`src/hw/ctrlPkg.sv`:
```
`default_nettype none

package ctrlPkg;

    // instruction fields
    typedef logic [5:0] opcode_t;
    typedef logic [5:0] funct_t;

    // selector widths
    typedef logic [2:0] pcSel_t;
    typedef logic [2:0] addrSel_t;
    typedef logic [1:0] regDstSel_t;
    typedef logic [3:0] m2rSel_t;
    typedef logic [2:0] aluOp_t;
    typedef logic [1:0] srcBSel_t;
    typedef logic [2:0] shiftType_t;
    typedef logic [1:0] shiftQnt_t;
    typedef logic [1:0] shiftReg_t;

    localparam opcode_t OpRType = 6'h00;
    localparam opcode_t OpAddi  = 6'h08;
    localparam opcode_t OpAddiu = 6'h09;
    localparam opcode_t OpLb    = 6'h20;
    localparam opcode_t OpLh    = 6'h21;
    localparam opcode_t OpLw    = 6'h23;
    localparam opcode_t OpSb    = 6'h28;
    localparam opcode_t OpSh    = 6'h29;
    localparam opcode_t OpSw    = 6'h2b;

    localparam funct_t FnSll = 6'h00;
    localparam funct_t FnSrl = 6'h02;
    localparam funct_t FnSra = 6'h03;
    localparam funct_t FnAdd = 6'h20;

    localparam regDstSel_t RegDstRt = 2'd0;
    localparam regDstSel_t RegDstRd = 2'd1;
    localparam regDstSel_t RegDstSp = 2'd3; // $sp (r29)

    localparam m2rSel_t M2rAlu    = 4'd0;
    localparam m2rSel_t M2rWord   = 4'd1;
    localparam m2rSel_t M2rPart   = 4'd2;
    localparam m2rSel_t M2rShift  = 4'd3;
    localparam m2rSel_t M2rSpInit = 4'd7; // constant top-of-stack

    localparam addrSel_t AddrPc     = 3'd0;
    localparam addrSel_t AddrAlu    = 3'd1;
    localparam addrSel_t AddrInvVec = 3'd2;
    localparam addrSel_t AddrOvfVec = 3'd3;

    localparam pcSel_t PcAlu = 3'd0;
    localparam pcSel_t PcMdr = 3'd3;

    localparam aluOp_t AluAdd = 3'd1;
    localparam aluOp_t AluSub = 3'd2;

    localparam srcBSel_t SrcBReg    = 2'd0;
    localparam srcBSel_t SrcBFour   = 2'd1;
    localparam srcBSel_t SrcBImm    = 2'd2;
    localparam srcBSel_t SrcBBranch = 2'd3; // shifted immediate

    localparam shiftType_t ShLoad = 3'd1;
    localparam shiftType_t ShSll  = 3'd2;
    localparam shiftType_t ShSrl  = 3'd3;
    localparam shiftType_t ShSra  = 3'd4;

    localparam shiftQnt_t QntShamt = 2'd1;
    localparam shiftReg_t SrcRegB  = 2'd2;

    typedef enum logic [3:0] {
        ClsAdd, ClsAddi, ClsAddiu,
        ClsLw, ClsLh, ClsLb,
        ClsSw, ClsSh, ClsSb,
        ClsSll, ClsSrl, ClsSra,
        ClsInvalid
    } instrClass_t;

    typedef enum logic [4:0] {
        Boot, SpInit, Fetch, FetchWait, IrLoad, Decode,
        AddExec, AddWrite, ImmExec, ImmWrite,
        AddrCalc, MemRead, MemWait, MdrLoad,
        LoadWord, LoadHalf, LoadByte,
        StoreWord, StoreHalf, StoreByte,
        ShiftLoad, ShiftSll, ShiftSrl, ShiftSra, ShiftWrite,
        ExcInvalid, ExcOverflow, ExcWait, ExcMdr, ExcJump
    } ctrlState_t;

    typedef struct packed {
        logic       pcWrite;
        pcSel_t     pcSrc;
        addrSel_t   iorD;
        logic       memWrite;
        logic       irWrite;
        logic       regWrite;
        regDstSel_t regDst;
        m2rSel_t    memToReg;
        logic       regALoad;
        logic       regBLoad;
        logic       aluSrcA;      // 0 = pc, 1 = reg A
        srcBSel_t   aluSrcB;
        aluOp_t     aluOp;
        logic       aluOutWrite;
        logic       epcWrite;
        logic       mdrLoad;
        logic       wdSrc;        // 1 = merged partial word
        logic       twoBytes;
        logic       store;
        shiftQnt_t  shiftQnt;
        shiftReg_t  shiftReg;
        shiftType_t shiftType;
    } ctrlWord_t;

endpackage

`default_nettype wire

```
`src/hw/opDecoder.sv`:
```
`timescale 1ns/1ps
`default_nettype none

module opDecoder (
    input  ctrlPkg::opcode_t     opcode,
    input  ctrlPkg::funct_t      funct,
    output ctrlPkg::instrClass_t instrClass
);
    import ctrlPkg::*;

    instrClass_t rClass;

    // R-type goes by funct
    always_comb begin
        case (funct)
            FnAdd:   rClass = ClsAdd;
            FnSll:   rClass = ClsSll;
            FnSrl:   rClass = ClsSrl;
            FnSra:   rClass = ClsSra;
            default: rClass = ClsInvalid;
        endcase
    end

    always_comb begin
        case (opcode)
            OpRType: instrClass = rClass;
            OpAddi:  instrClass = ClsAddi;
            OpAddiu: instrClass = ClsAddiu;
            OpLw:    instrClass = ClsLw;
            OpLh:    instrClass = ClsLh;
            OpLb:    instrClass = ClsLb;
            OpSw:    instrClass = ClsSw;
            OpSh:    instrClass = ClsSh;
            OpSb:    instrClass = ClsSb;
            default: instrClass = ClsInvalid;
        endcase
    end

endmodule

`default_nettype wire

```
`src/hw/ctrlSequencer.sv`:
```
`timescale 1ns/1ps
`default_nettype none

module ctrlSequencer (
    input  logic                 clk,
    input  logic                 rstN,
    input  ctrlPkg::instrClass_t instrClass,
    input  logic                 overflow,
    output ctrlPkg::ctrlState_t  state
);
    import ctrlPkg::*;

    ctrlState_t nextState;

    always_ff @(posedge clk or negedge rstN) begin
        if (!rstN) begin
            state <= Boot;
        end else begin
            state <= nextState;
        end
    end

    always_comb begin
        nextState = Boot;
        case (state)
            Boot:      nextState = SpInit;
            SpInit:    nextState = Fetch;
            Fetch:     nextState = FetchWait;
            FetchWait: nextState = IrLoad;
            IrLoad:    nextState = Decode;

            Decode: begin
                case (instrClass)
                    ClsAdd:                          nextState = AddExec;
                    ClsAddi, ClsAddiu:               nextState = ImmExec;
                    ClsLw, ClsLh, ClsLb,
                    ClsSw, ClsSh, ClsSb:             nextState = AddrCalc;
                    ClsSll, ClsSrl, ClsSra:          nextState = ShiftLoad;
                    default:                         nextState = ExcInvalid;
                endcase
            end

            AddExec: nextState = overflow ? ExcOverflow : AddWrite;

            // addiu never traps
            ImmExec: begin
                if (instrClass == ClsAddi && overflow) begin
                    nextState = ExcOverflow;
                end else begin
                    nextState = ImmWrite;
                end
            end

            AddrCalc: nextState = (instrClass == ClsSw) ? StoreWord : MemRead;
            MemRead:  nextState = MemWait;
            MemWait:  nextState = MdrLoad;

            MdrLoad: begin
                case (instrClass)
                    ClsLw:   nextState = LoadWord;
                    ClsLh:   nextState = LoadHalf;
                    ClsLb:   nextState = LoadByte;
                    ClsSh:   nextState = StoreHalf;
                    ClsSb:   nextState = StoreByte;
                    default: nextState = Fetch;
                endcase
            end

            ShiftLoad: begin
                case (instrClass)
                    ClsSrl:  nextState = ShiftSrl;
                    ClsSra:  nextState = ShiftSra;
                    default: nextState = ShiftSll;
                endcase
            end
            ShiftSll, ShiftSrl, ShiftSra: nextState = ShiftWrite;

            ExcInvalid, ExcOverflow: nextState = ExcWait;
            ExcWait:                 nextState = ExcMdr;   // vector word in flight
            ExcMdr:                  nextState = ExcJump;

            AddWrite, ImmWrite,
            LoadWord, LoadHalf, LoadByte,
            StoreWord, StoreHalf, StoreByte,
            ShiftWrite, ExcJump: nextState = Fetch;

            default: nextState = Boot;
        endcase
    end

    stateLegal: assert property (@(posedge clk) disable iff (!rstN)
        state inside {[Boot:ExcJump]})
        else $error("sequencer left the state encoding");

    ovfEntry: assert property (@(posedge clk) disable iff (!rstN)
        state == ExcOverflow |-> $past(state) inside {AddExec, ImmExec})
        else $error("overflow trap taken outside an exec state");

endmodule

`default_nettype wire

```
`src/hw/ctrlWordGen.sv`:
```
`timescale 1ns/1ps
`default_nettype none

module ctrlWordGen (
    input  ctrlPkg::ctrlState_t state,
    output ctrlPkg::ctrlWord_t  ctrl
);
    import ctrlPkg::*;

    always_comb begin
        ctrl = '0;
        case (state)
            SpInit: begin
                ctrl.regWrite = 1'b1;
                ctrl.regDst   = RegDstSp;
                ctrl.memToReg = M2rSpInit;
            end
            Fetch: begin   // pc + 4 while instruction read starts
                ctrl.pcWrite = 1'b1;
                ctrl.pcSrc   = PcAlu;
                ctrl.iorD    = AddrPc;
                ctrl.aluSrcB = SrcBFour;
                ctrl.aluOp   = AluAdd;
            end
            IrLoad: ctrl.irWrite = 1'b1;
            Decode: begin
                ctrl.regALoad    = 1'b1;
                ctrl.regBLoad    = 1'b1;
                ctrl.aluSrcB     = SrcBBranch; // branch target precomputed
                ctrl.aluOp       = AluAdd;
                ctrl.aluOutWrite = 1'b1;
            end
            AddExec: begin
                ctrl.aluSrcA     = 1'b1;
                ctrl.aluSrcB     = SrcBReg;
                ctrl.aluOp       = AluAdd;
                ctrl.aluOutWrite = 1'b1;
            end
            ImmExec, AddrCalc: begin
                ctrl.aluSrcA     = 1'b1;
                ctrl.aluSrcB     = SrcBImm;
                ctrl.aluOp       = AluAdd;
                ctrl.aluOutWrite = 1'b1;
            end
            AddWrite: begin
                ctrl.regWrite = 1'b1;
                ctrl.regDst   = RegDstRd;
                ctrl.memToReg = M2rAlu;
            end
            ImmWrite: begin
                ctrl.regWrite = 1'b1;
                ctrl.regDst   = RegDstRt;
                ctrl.memToReg = M2rAlu;
            end
            MemRead, MemWait: ctrl.iorD = AddrAlu; // hold data address
            MdrLoad, ExcMdr:  ctrl.mdrLoad = 1'b1;
            LoadWord: begin
                ctrl.regWrite = 1'b1;
                ctrl.regDst   = RegDstRt;
                ctrl.memToReg = M2rWord;
            end
            LoadHalf, LoadByte: begin
                ctrl.regWrite = 1'b1;
                ctrl.regDst   = RegDstRt;
                ctrl.memToReg = M2rPart;
                ctrl.twoBytes = (state == LoadHalf);
            end
            StoreWord: begin
                ctrl.memWrite = 1'b1;
                ctrl.iorD     = AddrAlu;
            end
            StoreHalf, StoreByte: begin  // merge into word read earlier
                ctrl.memWrite = 1'b1;
                ctrl.iorD     = AddrAlu;
                ctrl.wdSrc    = 1'b1;
                ctrl.store    = 1'b1;
                ctrl.twoBytes = (state == StoreHalf);
            end
            ShiftLoad: begin
                ctrl.shiftType = ShLoad;
                ctrl.shiftQnt  = QntShamt;
                ctrl.shiftReg  = SrcRegB;
            end
            ShiftSll: ctrl.shiftType = ShSll;
            ShiftSrl: ctrl.shiftType = ShSrl;
            ShiftSra: ctrl.shiftType = ShSra;
            ShiftWrite: begin
                ctrl.regWrite = 1'b1;
                ctrl.regDst   = RegDstRd;
                ctrl.memToReg = M2rShift;
            end
            ExcInvalid, ExcOverflow: begin
                ctrl.epcWrite = 1'b1;
                ctrl.aluOp    = AluSub;
                ctrl.iorD     = (state == ExcInvalid) ? AddrInvVec : AddrOvfVec;
            end
            ExcJump: begin
                ctrl.pcWrite = 1'b1;
                ctrl.pcSrc   = PcMdr;
            end
            default: ctrl = '0; // Boot, FetchWait, ExcWait
        endcase

        // register file and memory never written together
        assert (!(ctrl.regWrite && ctrl.memWrite))
            else $error("regWrite and memWrite both high");
        assert (!ctrl.irWrite || state == IrLoad)
            else $error("irWrite outside IrLoad");
    end

endmodule

`default_nettype wire

```
`src/hw/mipsControl.sv`:
```
`timescale 1ns/1ps
`default_nettype none

module mipsControl (
    input  logic               clk,
    input  logic               rstN,
    input  ctrlPkg::opcode_t   opcode,
    input  ctrlPkg::funct_t    funct,
    input  logic               overflow,
    output ctrlPkg::ctrlWord_t ctrl
);
    import ctrlPkg::*;

    instrClass_t instrClass;
    ctrlState_t  state;

    opDecoder uDecoder (
        .opcode     (opcode),
        .funct      (funct),
        .instrClass (instrClass)
    );

    ctrlSequencer uSequencer (
        .clk        (clk),
        .rstN       (rstN),
        .instrClass (instrClass),
        .overflow   (overflow),
        .state      (state)
    );

    ctrlWordGen uWordGen (
        .state (state),
        .ctrl  (ctrl)
    );

endmodule

`default_nettype wire

```
`config.mk`:
```
export PLATFORM = sky130hd
export DESIGN_NAME = mipsControl
export DESIGN_NICKNAME = d
export VERILOG_FILES = /design/src/hw/ctrlPkg.sv /design/src/hw/opDecoder.sv /design/src/hw/ctrlSequencer.sv /design/src/hw/ctrlWordGen.sv /design/src/hw/mipsControl.sv
export SDC_FILE = /design/constraint.sdc
export NUM_CORES = 1
export LEC_CHECK = 0
export ABC_AREA = 1
export BUFFER_PORTS_ARGS = -buffer_cell sky130_fd_sc_hd__buf_2
export CORE_UTILIZATION = 35
export DETAILED_ROUTE_END_ITERATION = 7
export PLACE_DENSITY = 0.7
export SYNTH_ARGS = -nofsm -noshare
export SYNTH_HDL_FRONTEND = slang
export SYNTH_SLANG_ARGS = --single-unit
```
`constraint.sdc`:
```
create_clock -name clk -period 2.1 [get_ports clk]
set_input_delay 0.42 -clock clk [delete_from_list [all_inputs] [get_ports clk]]
set_output_delay 0.42 -clock clk [all_outputs]
set_load 0.05 [all_outputs]
```
**After elaboration in Yosys (flattened, before gate mapping)**

Memories as Yosys holds them, arrays and structs flattened.
Index checks and enable logic that the tools add are counted.

- Register bits after elaboration: 5
- Bits in read-only memories: 80
- Bits of input ports: 15
- Output and inout bits: 37
- Word-level logic and storage cells: 92
- Memories kept: 1

- Equal/unequal tests: 49
- Muxes and demuxes: 25
- Reductions and logical operators: 16

Memory list:

| name | depth | bits a word | rd ports | clocked after Yosys merged registers in | write ports | RTL line | RTL |
|---|---|---|---|---|---|---|---|
| (no name shown) | 16 | 5 | 1 | 0 | 0 | ctrlSequencer.sv:33 | `case (instrClass)` |

Operator list:

| cell | number |
|---|---|
| 5-bit one-hot mux with 17 select lines | 1 |
| 5-bit equality test (second input constant) | 14 |
| 6-bit equality test (second input constant) | 7 |
| 7-bit one-hot mux with 6 select lines | 1 |
| 5-bit by 4-bit equality test with 1-bit output (second input constant) | 8 |
| 4-bit one-hot mux with 9 select lines | 1 |
| 5-bit one-hot mux with 5 select lines | 1 |
| 5-bit by 3-bit equality test with 1-bit output (second input constant) | 4 |
| 4-bit by 3-bit equality test with 1-bit output (second input constant) | 4 |
| 4-bit one-hot mux with 4 select lines | 1 |
| 5-bit two-way mux | 3 |
| 4-bit equality test (second input constant) | 3 |
| 6-bit by 2-bit equality test with 1-bit output (second input constant) | 2 |
| 6-bit by 4-bit equality test with 1-bit output (second input constant) | 2 |
| 6-bit logical NOT | 2 |
| 3-bit one-hot mux with 4 select lines | 1 |
| 11-bit OR reduction | 1 |
| 5-bit by 2-bit equality test with 1-bit output (second input constant) | 2 |
| 2-bit OR reduction | 5 |
| 5-bit OR reduction | 2 |
| 3-bit OR reduction | 3 |
| 1-bit two-way mux | 8 |
| 2-bit one-hot mux with 2 select lines | 2 |
| 4-bit one-hot mux with 2 select lines | 1 |
| other kinds (11) | 11 |

**Depth between registers and ports, before layout**

Gate-level depths: netlist (run 1).

- Depth after elaboration: 7
- Mapped depth: 13
- Depth with buffers taken out: 13

**Modules after synthesis**

Synthesis (run 1) repeated with hierarchy kept, for this count alone.

- Cell total of the unflattened synthesis: 302
- Area, all modules: 1,580.3 um2

Modules (own cells, without submodules):

| module | instances | cells each | area each (um2) | seq. area each (um2) |
|---|---|---|---|---|
| ctrlSequencer | 1 | 150 | 834.6 | 125.1 |
| ctrlWordGen | 1 | 91 | 429.2 | 0.0 |
| opDecoder | 1 | 61 | 316.6 | 0.0 |

**Worst setup path after synthesis (run 1)**

Ideal clock, no wire load.

- Path type: register to output
- Start: register uSequencer.state[4]
- End: output ctrl[27] in the netlist's numbering
- Data arrival time: 2,327 ps
- Required time: 1,680 ps
- Slack: -647 ps
- Cell stages (with the launch flop): 6
- Buffers on the path: 1
- Cells stage by stage: dfrtp_1 -> buf_2 -> nor2_1 -> nand2_1 -> o21ai_0 -> or2_2

RTL lines:

| element | RTL line | RTL |
|---|---|---|
| start: declaration | ctrlSequencer.sv:9 | `output ctrlPkg::ctrlState_t state` |
| start signal: assignment | ctrlSequencer.sv:17 | `state <= Boot;` |
| start signal: assignment | ctrlSequencer.sv:19 | `state <= nextState;` |
| end: declaration | mipsControl.sv:10 | `output ctrlPkg::ctrlWord_t ctrl` |

==> flow_metrics.env, run 1 <==
export IMPL_path_common_cell="inv_1"
export IMPL_drtAntennaViolNets=0
export IMPL_hold_viol=0
export IMPL_synth_top_family_by_area="simple AND/OR/NAND/NOR gates"
export IMPL_final_setup_viol_count=3
export IMPL_vdd_ir_drop_max_mv=0.306
export IMPL_synth_compound_area_share=0.103
export IMPL_drt_iter0_drc=61
export IMPL_gp_congestion=0.943
export IMPL_start_kind="register"
export IMPL_yosysTopAreaCellShare=0.173
export IMPL_critPathCaptureType="output port"
export IMPL_power_density_mw_per_mm2=1230
export IMPL_synth_adder_area_share=0.0487
export IMPL_numPortBuffers=45
export IMPL_drive_above_1_share=0.346
export IMPL_synthFlopType="dfrtp_1"
export IMPL_start_util=0.376
export IMPL_rows=21
export IMPL_synth_edf_count=0
export IMPL_layout_cells_non_filler=332
export IMPL_ys_seq_area_frac=0.0975
export IMPL_ff2ff_path_depth=8
export IMPL_crit_buf_inv=4
export IMPL_critical_path_max_stage_delay_ps=410
export IMPL_grt_overflow=0
export IMPL_worstReg2RegEnd="uSequencer.state[4]$_DFF_PN0_"
export IMPL_drc=0
export IMPL_wl_um=3400
export IMPL_p_leak_nw=1.11
export IMPL_violations="setup timing"
export IMPL_vias_per_cell=4.81
export IMPL_critPathKind="reg -> out"
export IMPL_grt_pass1_vias=1444
export IMPL_clk_latency_ps=240
export IMPL_first_pass_iters=4
export IMPL_reg2reg_from="uSequencer.state[4]$_DFF_PN0_"
export IMPL_drv_slew=0
export IMPL_clock_fmax_ghz=0.474
export IMPL_die_height_um=62.6
export IMPL_synthMuxAreaShare=0
export IMPL_regMostFlops="uSequencer.state"
export IMPL_grt_setup_unrepaired="true"
export IMPL_yosys_cell_types_count=31
export IMPL_power_switching_mw=1.42
export IMPL_htree_levels=1
export IMPL_p_sw_frac=0.666
export IMPL_cp_max_fo=4
export IMPL_nets=307
export IMPL_fin_crit_ps=2110
export IMPL_pre_cts_slack_ps=-69.3
export IMPL_synth_seq_cells=5
export IMPL_p_int_mw=0.713
export IMPL_path_delay_family="simple AND/OR/NAND/NOR gates"
export IMPL_status="complete, but fails checks"
export IMPL_fin_crit_sh=1.01
export IMPL_core_mm2=0.00342
export IMPL_r2r_slack_ps=340
export IMPL_area_growth_pct=34.6
export IMPL_layout_setup_ws_ps=-10.7
export IMPL_cts_buffer_depth=2
export IMPL_clockPowerShare=0.051
export IMPL_cp_num_cells=8
export IMPL_syn_avg_cell_area_um2=5.49
export IMPL_place_inst=324
export IMPL_crit_required_ps=1680
export IMPL_pwr_share_seq=0.102
export IMPL_reg_top3="uSequencer.state: 5 flops"
export IMPL_fin_worst_skew_ps=3.97
export IMPL_yosys_top_cells_area="nand2_1 17%, inv_1 12%, nor2_1 11%"
export IMPL_die_width_um=62.6
export IMPL_cp_slowest_cell="dfrtp_1"
export IMPL_yosys_area_share_simple=0.551
export IMPL_die_area_mm2=0.00391
export IMPL_clock_root_buffer="clkbuf_4"
export IMPL_critical_path_arrival_ps=1690
export IMPL_wl_per_cell_um=10.2
export IMPL_synth_async_reset_ratio=1.00
export IMPL_grt_use_total=0.176
export IMPL_antenna_found_initial=0
export IMPL_cts_tree="built"
export IMPL_grt_pass1_wl_um=5810
export IMPL_cts_buffers=3
export IMPL_syn_inst=234
export IMPL_dp_hpwl_um=2830
export IMPL_synthXorXnorAreaFrac=0
export IMPL_worstPathCellList="inv_1 -> nand2_1 -> inv_1 -> nand2_2 -> inv_1 -> nor3_4 -> nand3_2 -> buf_4"
export IMPL_hp_class="in -> async"
export IMPL_synth_largest_area_cell="nand2_1"
export IMPL_antennaDiodeCount=0
export IMPL_io_pins=52
export IMPL_clkSinkCount=5
export IMPL_grt_max_degree=9
export IMPL_clkTransAtPathRegs_ps=50
export IMPL_vias=1598
export IMPL_power_share_combinational=0.846
export IMPL_largest_reg_flops=5
export IMPL_syn_area_mm2=0.00128
export IMPL_max_cap_violations=0
export IMPL_yosysWarnings=0
==> area by class of cell <==
type / instances / area (µm²)
clock buffers: 3 / 22.5
clock inverters: 1 / 5.00
fillers: 369 / 1690
inverters: 42 / 158
multi-input cells: 179 / 1000
flip-flops and latches: 5 / 128
well taps: 46 / 57.6
repair buffers: 56 / 355
==> cells in the mapped netlist (all sizes together), types with 2 or more instances <==
library cell and number:
nand2 62, nand3b 3, dfrtp 5, inv 42
o211ai 2, nor3 4, a21boi 2, nand4 3
ha 5, nor2 44, nand3 29, a21oi 3
o21ai 9, buf 13
==> placed cells by master (no fill, tap or decap), types with 2 or more instances in the layout <==
master / netlist / layout
nand2_1: 59 / 55
dfrtp_1: 5 / 3
nand3b_1: 3 / 3
buf_6: 0 / 2
o211ai_1: 2 / 2
buf_4: 12 / 20
nor3_2: 0 / 2
inv_2: 1 / 3
clkbuf_4: 0 / 6
o21ai_1: 2 / 4
ha_1: 5 / 5
nor2_2: 3 / 9
a21oi_1: 3 / 3
nand2_2: 0 / 4
nand3_1: 23 / 22
o21ai_0: 6 / 3
nor2_1: 38 / 29
a21boi_1: 2 / 2
nand2_4: 3 / 3
dfrtp_2: 0 / 2
nand4_1: 3 / 3
nor2_4: 3 / 6
conb_1: 1 / 6
o21ai_2: 1 / 2
inv_1: 41 / 39
buf_2: 1 / 30
nand3_2: 5 / 6
==> power by group through the flow <==
stage | Clock [mW] | Sequential, mW | Combinational (mW)
2_1_floorplan | 0 | 0.173 | 1.33
3_3_place_gp | 0 | 0.201 | 1.62
3_5_place_dp | 0 | 0.200 | 1.62
4_1_cts | 0.114 | 0.210 | 1.69
5_1_grt | 0.118 | 0.224 | 1.92
6_report | 0.110 | 0.218 | 1.81
==> worst max-delay path by stage <==
stage,startpoint,end
2_1_floorplan,uSequencer.state[4]$_DFF_PN0_,ctrl[36]
3_3_place_gp,opcode[5],uSequencer.state[1]$_DFF_PN0_
3_5_place_dp,opcode[5],uSequencer.state[1]$_DFF_PN0_
4_1_cts,uSequencer.state[0]$_DFF_PN0_,ctrl[27]
5_1_grt,uSequencer.state[2]$_DFF_PN0_,ctrl[13]
6_report,uSequencer.state[2]$_DFF_PN0_,ctrl[13]
==> routing by layer <==
metal	GRT usage	vias to the layer above	part of all wire
met5	0	-	0
met4	0.0465	0	0.017
met3	0.0219	8	0.042
met2	0.327	55	0.49
met1	0.209	709	0.45
li1	-	826	-
==> worst register-to-register path: stages (launching register included) <==
cell,delay [ps]
dfrtp_2,470
inv_1,290
nor2_2,110
o21ai_2,130
nand3_1,140
nor3_1,190
nand3_1,110
nor2_1,140
nand2_1,70
==> cells by family (layout without fill, tap and decap cells) <==
kind of cell,count (synthesis),after routing
buffers and inverters,55,102
AOI/OAI and AO/OA,21,21
adders and majority gates,5,5
DFF,5,5
and+or+nand+nor,147,147
other,1,6
==> what timing repair did <==
action	in CTS	in global routing
setup endpoints to repair	11	24
hold endpoints to repair	5	0
setup buffers	0	3
resized for setup	17	21
hold buffers	1	0
pin swaps	0	1
==> per-stage QoR <==
| step | area (µm²) | hold WS [ps] | TNS [ps] | utilization | power (mW) |
|---|---|---|---|---|---|
| floorplan | 1330 | 124 | -157 | - | 1.50 |
| global placement | 1570 | 234 | -99.3 | 0.460 | 1.82 |
| detailed placement | 1570 | 236 | -118 | 0.460 | 1.82 |
| CTS | 1650 | 520 | -1.62 | 0.483 | 2.02 |
| global route | 1730 | 531 | -812 | 0.506 | 2.27 |
| finish | 1730 | 519 | -12.3 | 0.506 | 2.13 |
No activity file was read; power rests on OpenSTA's default activity.
==> run 2, diff against run 1 <==
Settings changed: PLACE_DENSITY 0.7 to 0.62.
==> run 2 against run 1 <==
Compared with the run above:
- the run now ends clean
- clock-buffer cell count is 1 higher
- via count is 0.38% higher
- hold slack worse by 5.9 ps
- fmax is 4.3% higher
- highest routed layer unchanged
- critical path depth is 1 lower
- critical endpoint is now ctrl[27]
- first-iteration DRC count is 4.9% higher
- total power is 4.3% higher
- register-to-register slack better by 20 ps
==> flow_metrics.env, run 2 (same netlist as run 1, synthesis figures left out) <==
export IMPL_reg2reg_from="uSequencer.state[0]$_DFF_PN0_"
export IMPL_drtAntennaViolNets=0
export IMPL_vdd_ir_drop_max_mv=0.308
export IMPL_cts_buffer_depth=2
export IMPL_reg_top3="uSequencer.state: 5 flops"
export IMPL_cp_slowest_cell="dfrtp_2"
export IMPL_mostFrequentLayoutCell="nand2_1"
export IMPL_drv_slew=0
export IMPL_fill_cells=353
export IMPL_critical_path_arrival_ps=1600
export IMPL_grt_max_degree=9
export IMPL_clk_latency_ps=240
export IMPL_numPortBuffers=45
export IMPL_p_leak_nw=1.15
export IMPL_cts_buffers=3
export IMPL_max_cap_violations=0
export IMPL_clock_root_buffer="clkbuf_4"
export IMPL_power_density_mw_per_mm2=1220
export IMPL_cts_tree="built"
export IMPL_vias_per_cell=4.76
export IMPL_r2r_slack_ps=360
export IMPL_critPathCaptureType="output port"
export IMPL_htree_levels=1
export IMPL_core_mm2=0.00342
export IMPL_grt_overflow=0
export IMPL_finalCoreUtilization=0.533
export IMPL_clkSinkCount=5
export IMPL_worstReg2RegEnd="uSequencer.state[3]$_DFF_PN0_"
export IMPL_area_growth_pct=41.9
export IMPL_crit_required_ps=1680
export IMPL_first_pass_iters=4
export IMPL_worstPathCellList="nand2_4 -> inv_1 -> nand2_1 -> o21a_1 -> nand3_1 -> or2_2 -> buf_6"
export IMPL_fin_crit_sh=0.963
export IMPL_status="complete, no violations"
export IMPL_total_power_mw=2.23
export IMPL_io_pins=52
export IMPL_clkTransAtPathRegs_ps=40
export IMPL_critPathKind="reg -> out"
export IMPL_drt_iter0_drc=64
export IMPL_fin_worst_skew_ps=4.21
export IMPL_cp_max_fo=6
export IMPL_grt_pass1_wl_um=5920
export IMPL_start_util=0.376
export IMPL_nets=312
export IMPL_gp_congestion=0.853
export IMPL_die_area_mm2=0.00391
export IMPL_hold_viol=0
export IMPL_regMostFlops="uSequencer.state"
export IMPL_critical_path_max_stage_delay_ps=480
export IMPL_hp_class="in -> async"
export IMPL_ff2ff_path_depth=7
export IMPL_rows=21
export IMPL_fin_crit_ps=2020
export IMPL_antennaDiodeCount=0
export IMPL_grt_pass1_vias=1413
export IMPL_clock_fmax_ghz=0.494
export IMPL_antenna_found_initial=0
export IMPL_layout_common_cells="53 x nand2_1, 35 x inv_1, 34 x buf_2, 27 x nor2_1, 22 x nand3_1"
export IMPL_drc=0
export IMPL_vias=1604
export IMPL_start_kind="register"
export IMPL_die_width_um=62.6
export IMPL_wl_um=3530
export IMPL_final_setup_viol_count=0
export IMPL_drive_above_1_share=0.395
export IMPL_wl_per_cell_um=10.5
export IMPL_grt_use_total=0.181
export IMPL_largest_reg_flops=5
export IMPL_die_height_um=62.6
export IMPL_dp_hpwl_um=2920
==> run 2: metrics by stage <==
step | area [µm²] | setup TNS [ps] | instances | worst slack (ps) | hold slack (ps)
floorplan | 1330 | -157 | 239 | -139 | 124
detailed placement | 1610 | -226 | 329 | -116 | 236
global placement | 1610 | -183 | 329 | -94.3 | 236
finish | 1820 | 0 | 337 | 76.8 | 513
global route | 1820 | -44.9 | 337 | -27.9 | 521
CTS | 1680 | -13.3 | 334 | -6.86 | 505
==> run 2: routing by layer <==
layer | part of all wire | vias up | GRT usage
li1 | - | 839 | -
met4 | 0.0031 | 0 | 0.0174
met2 | 0.48 | 40 | 0.332
met5 | 0 | - | 0
met3 | 0.028 | 2 | 0.0164
met1 | 0.49 | 723 | 0.235
==> run 2: cell type report <==
type	instances	area [µm²]	share of cell area
Inverter	42	161	0.0886
Timing Repair Buffer	61	414	0.227
Tap cell	46	57.6	0.0316
Sequential cell	5	131	0.0721
Clock buffer	4	26.3	0.0144
Multi-Input combinational cell	179	1030	0.566
==> run 2: power breakdown <==
| part | leakage, nW | internal [mW] | switching, mW |
|---|---|---|---|
| clock network | 0.0150 | 0.0718 | 0.0389 |
| registers | 0.0574 | 0.150 | 0.0872 |
| logic | 1.08 | 0.557 | 1.32 |
==> run 2: worst max-delay path by stage <==
stage,slack (ps),cells after the start,endpoint,startpoint
global placement,-90,11,uSequencer.state[3]$_DFF_PN0_,opcode[5]
finish,80,7,ctrl[27],uSequencer.state[3]$_DFF_PN0_
CTS,-7,7,ctrl[5],uSequencer.state[2]$_DFF_PN0_
floorplan,-140,5,ctrl[36],uSequencer.state[4]$_DFF_PN0_
global route,-30,14,uSequencer.state[1]$_DFF_PN0_,opcode[5]
detailed placement,-120,11,uSequencer.state[3]$_DFF_PN0_,opcode[5]
==> run 2: what timing repair did <==
| item | CTS | global route |
|---|---|---|
| resized for setup | 14 | 39 |
| buffers inserted | 0 | 3 |
| setup endpoints to repair | 9 | 23 |
| hold endpoints to repair | 5 | 0 |
| hold buffers | 1 | 0 |
| pin swaps | 0 | 3 |
| gates cloned | 0 | 0 |
==> run 2: critical path: cells and delay by family, from the launching register on <==
kind                   cells  cell delay (ps)
buffers and inverters      2              210
and+or+nand+nor            4              550
AOI/OAI and AO/OA          1              130
DFF                        1              480
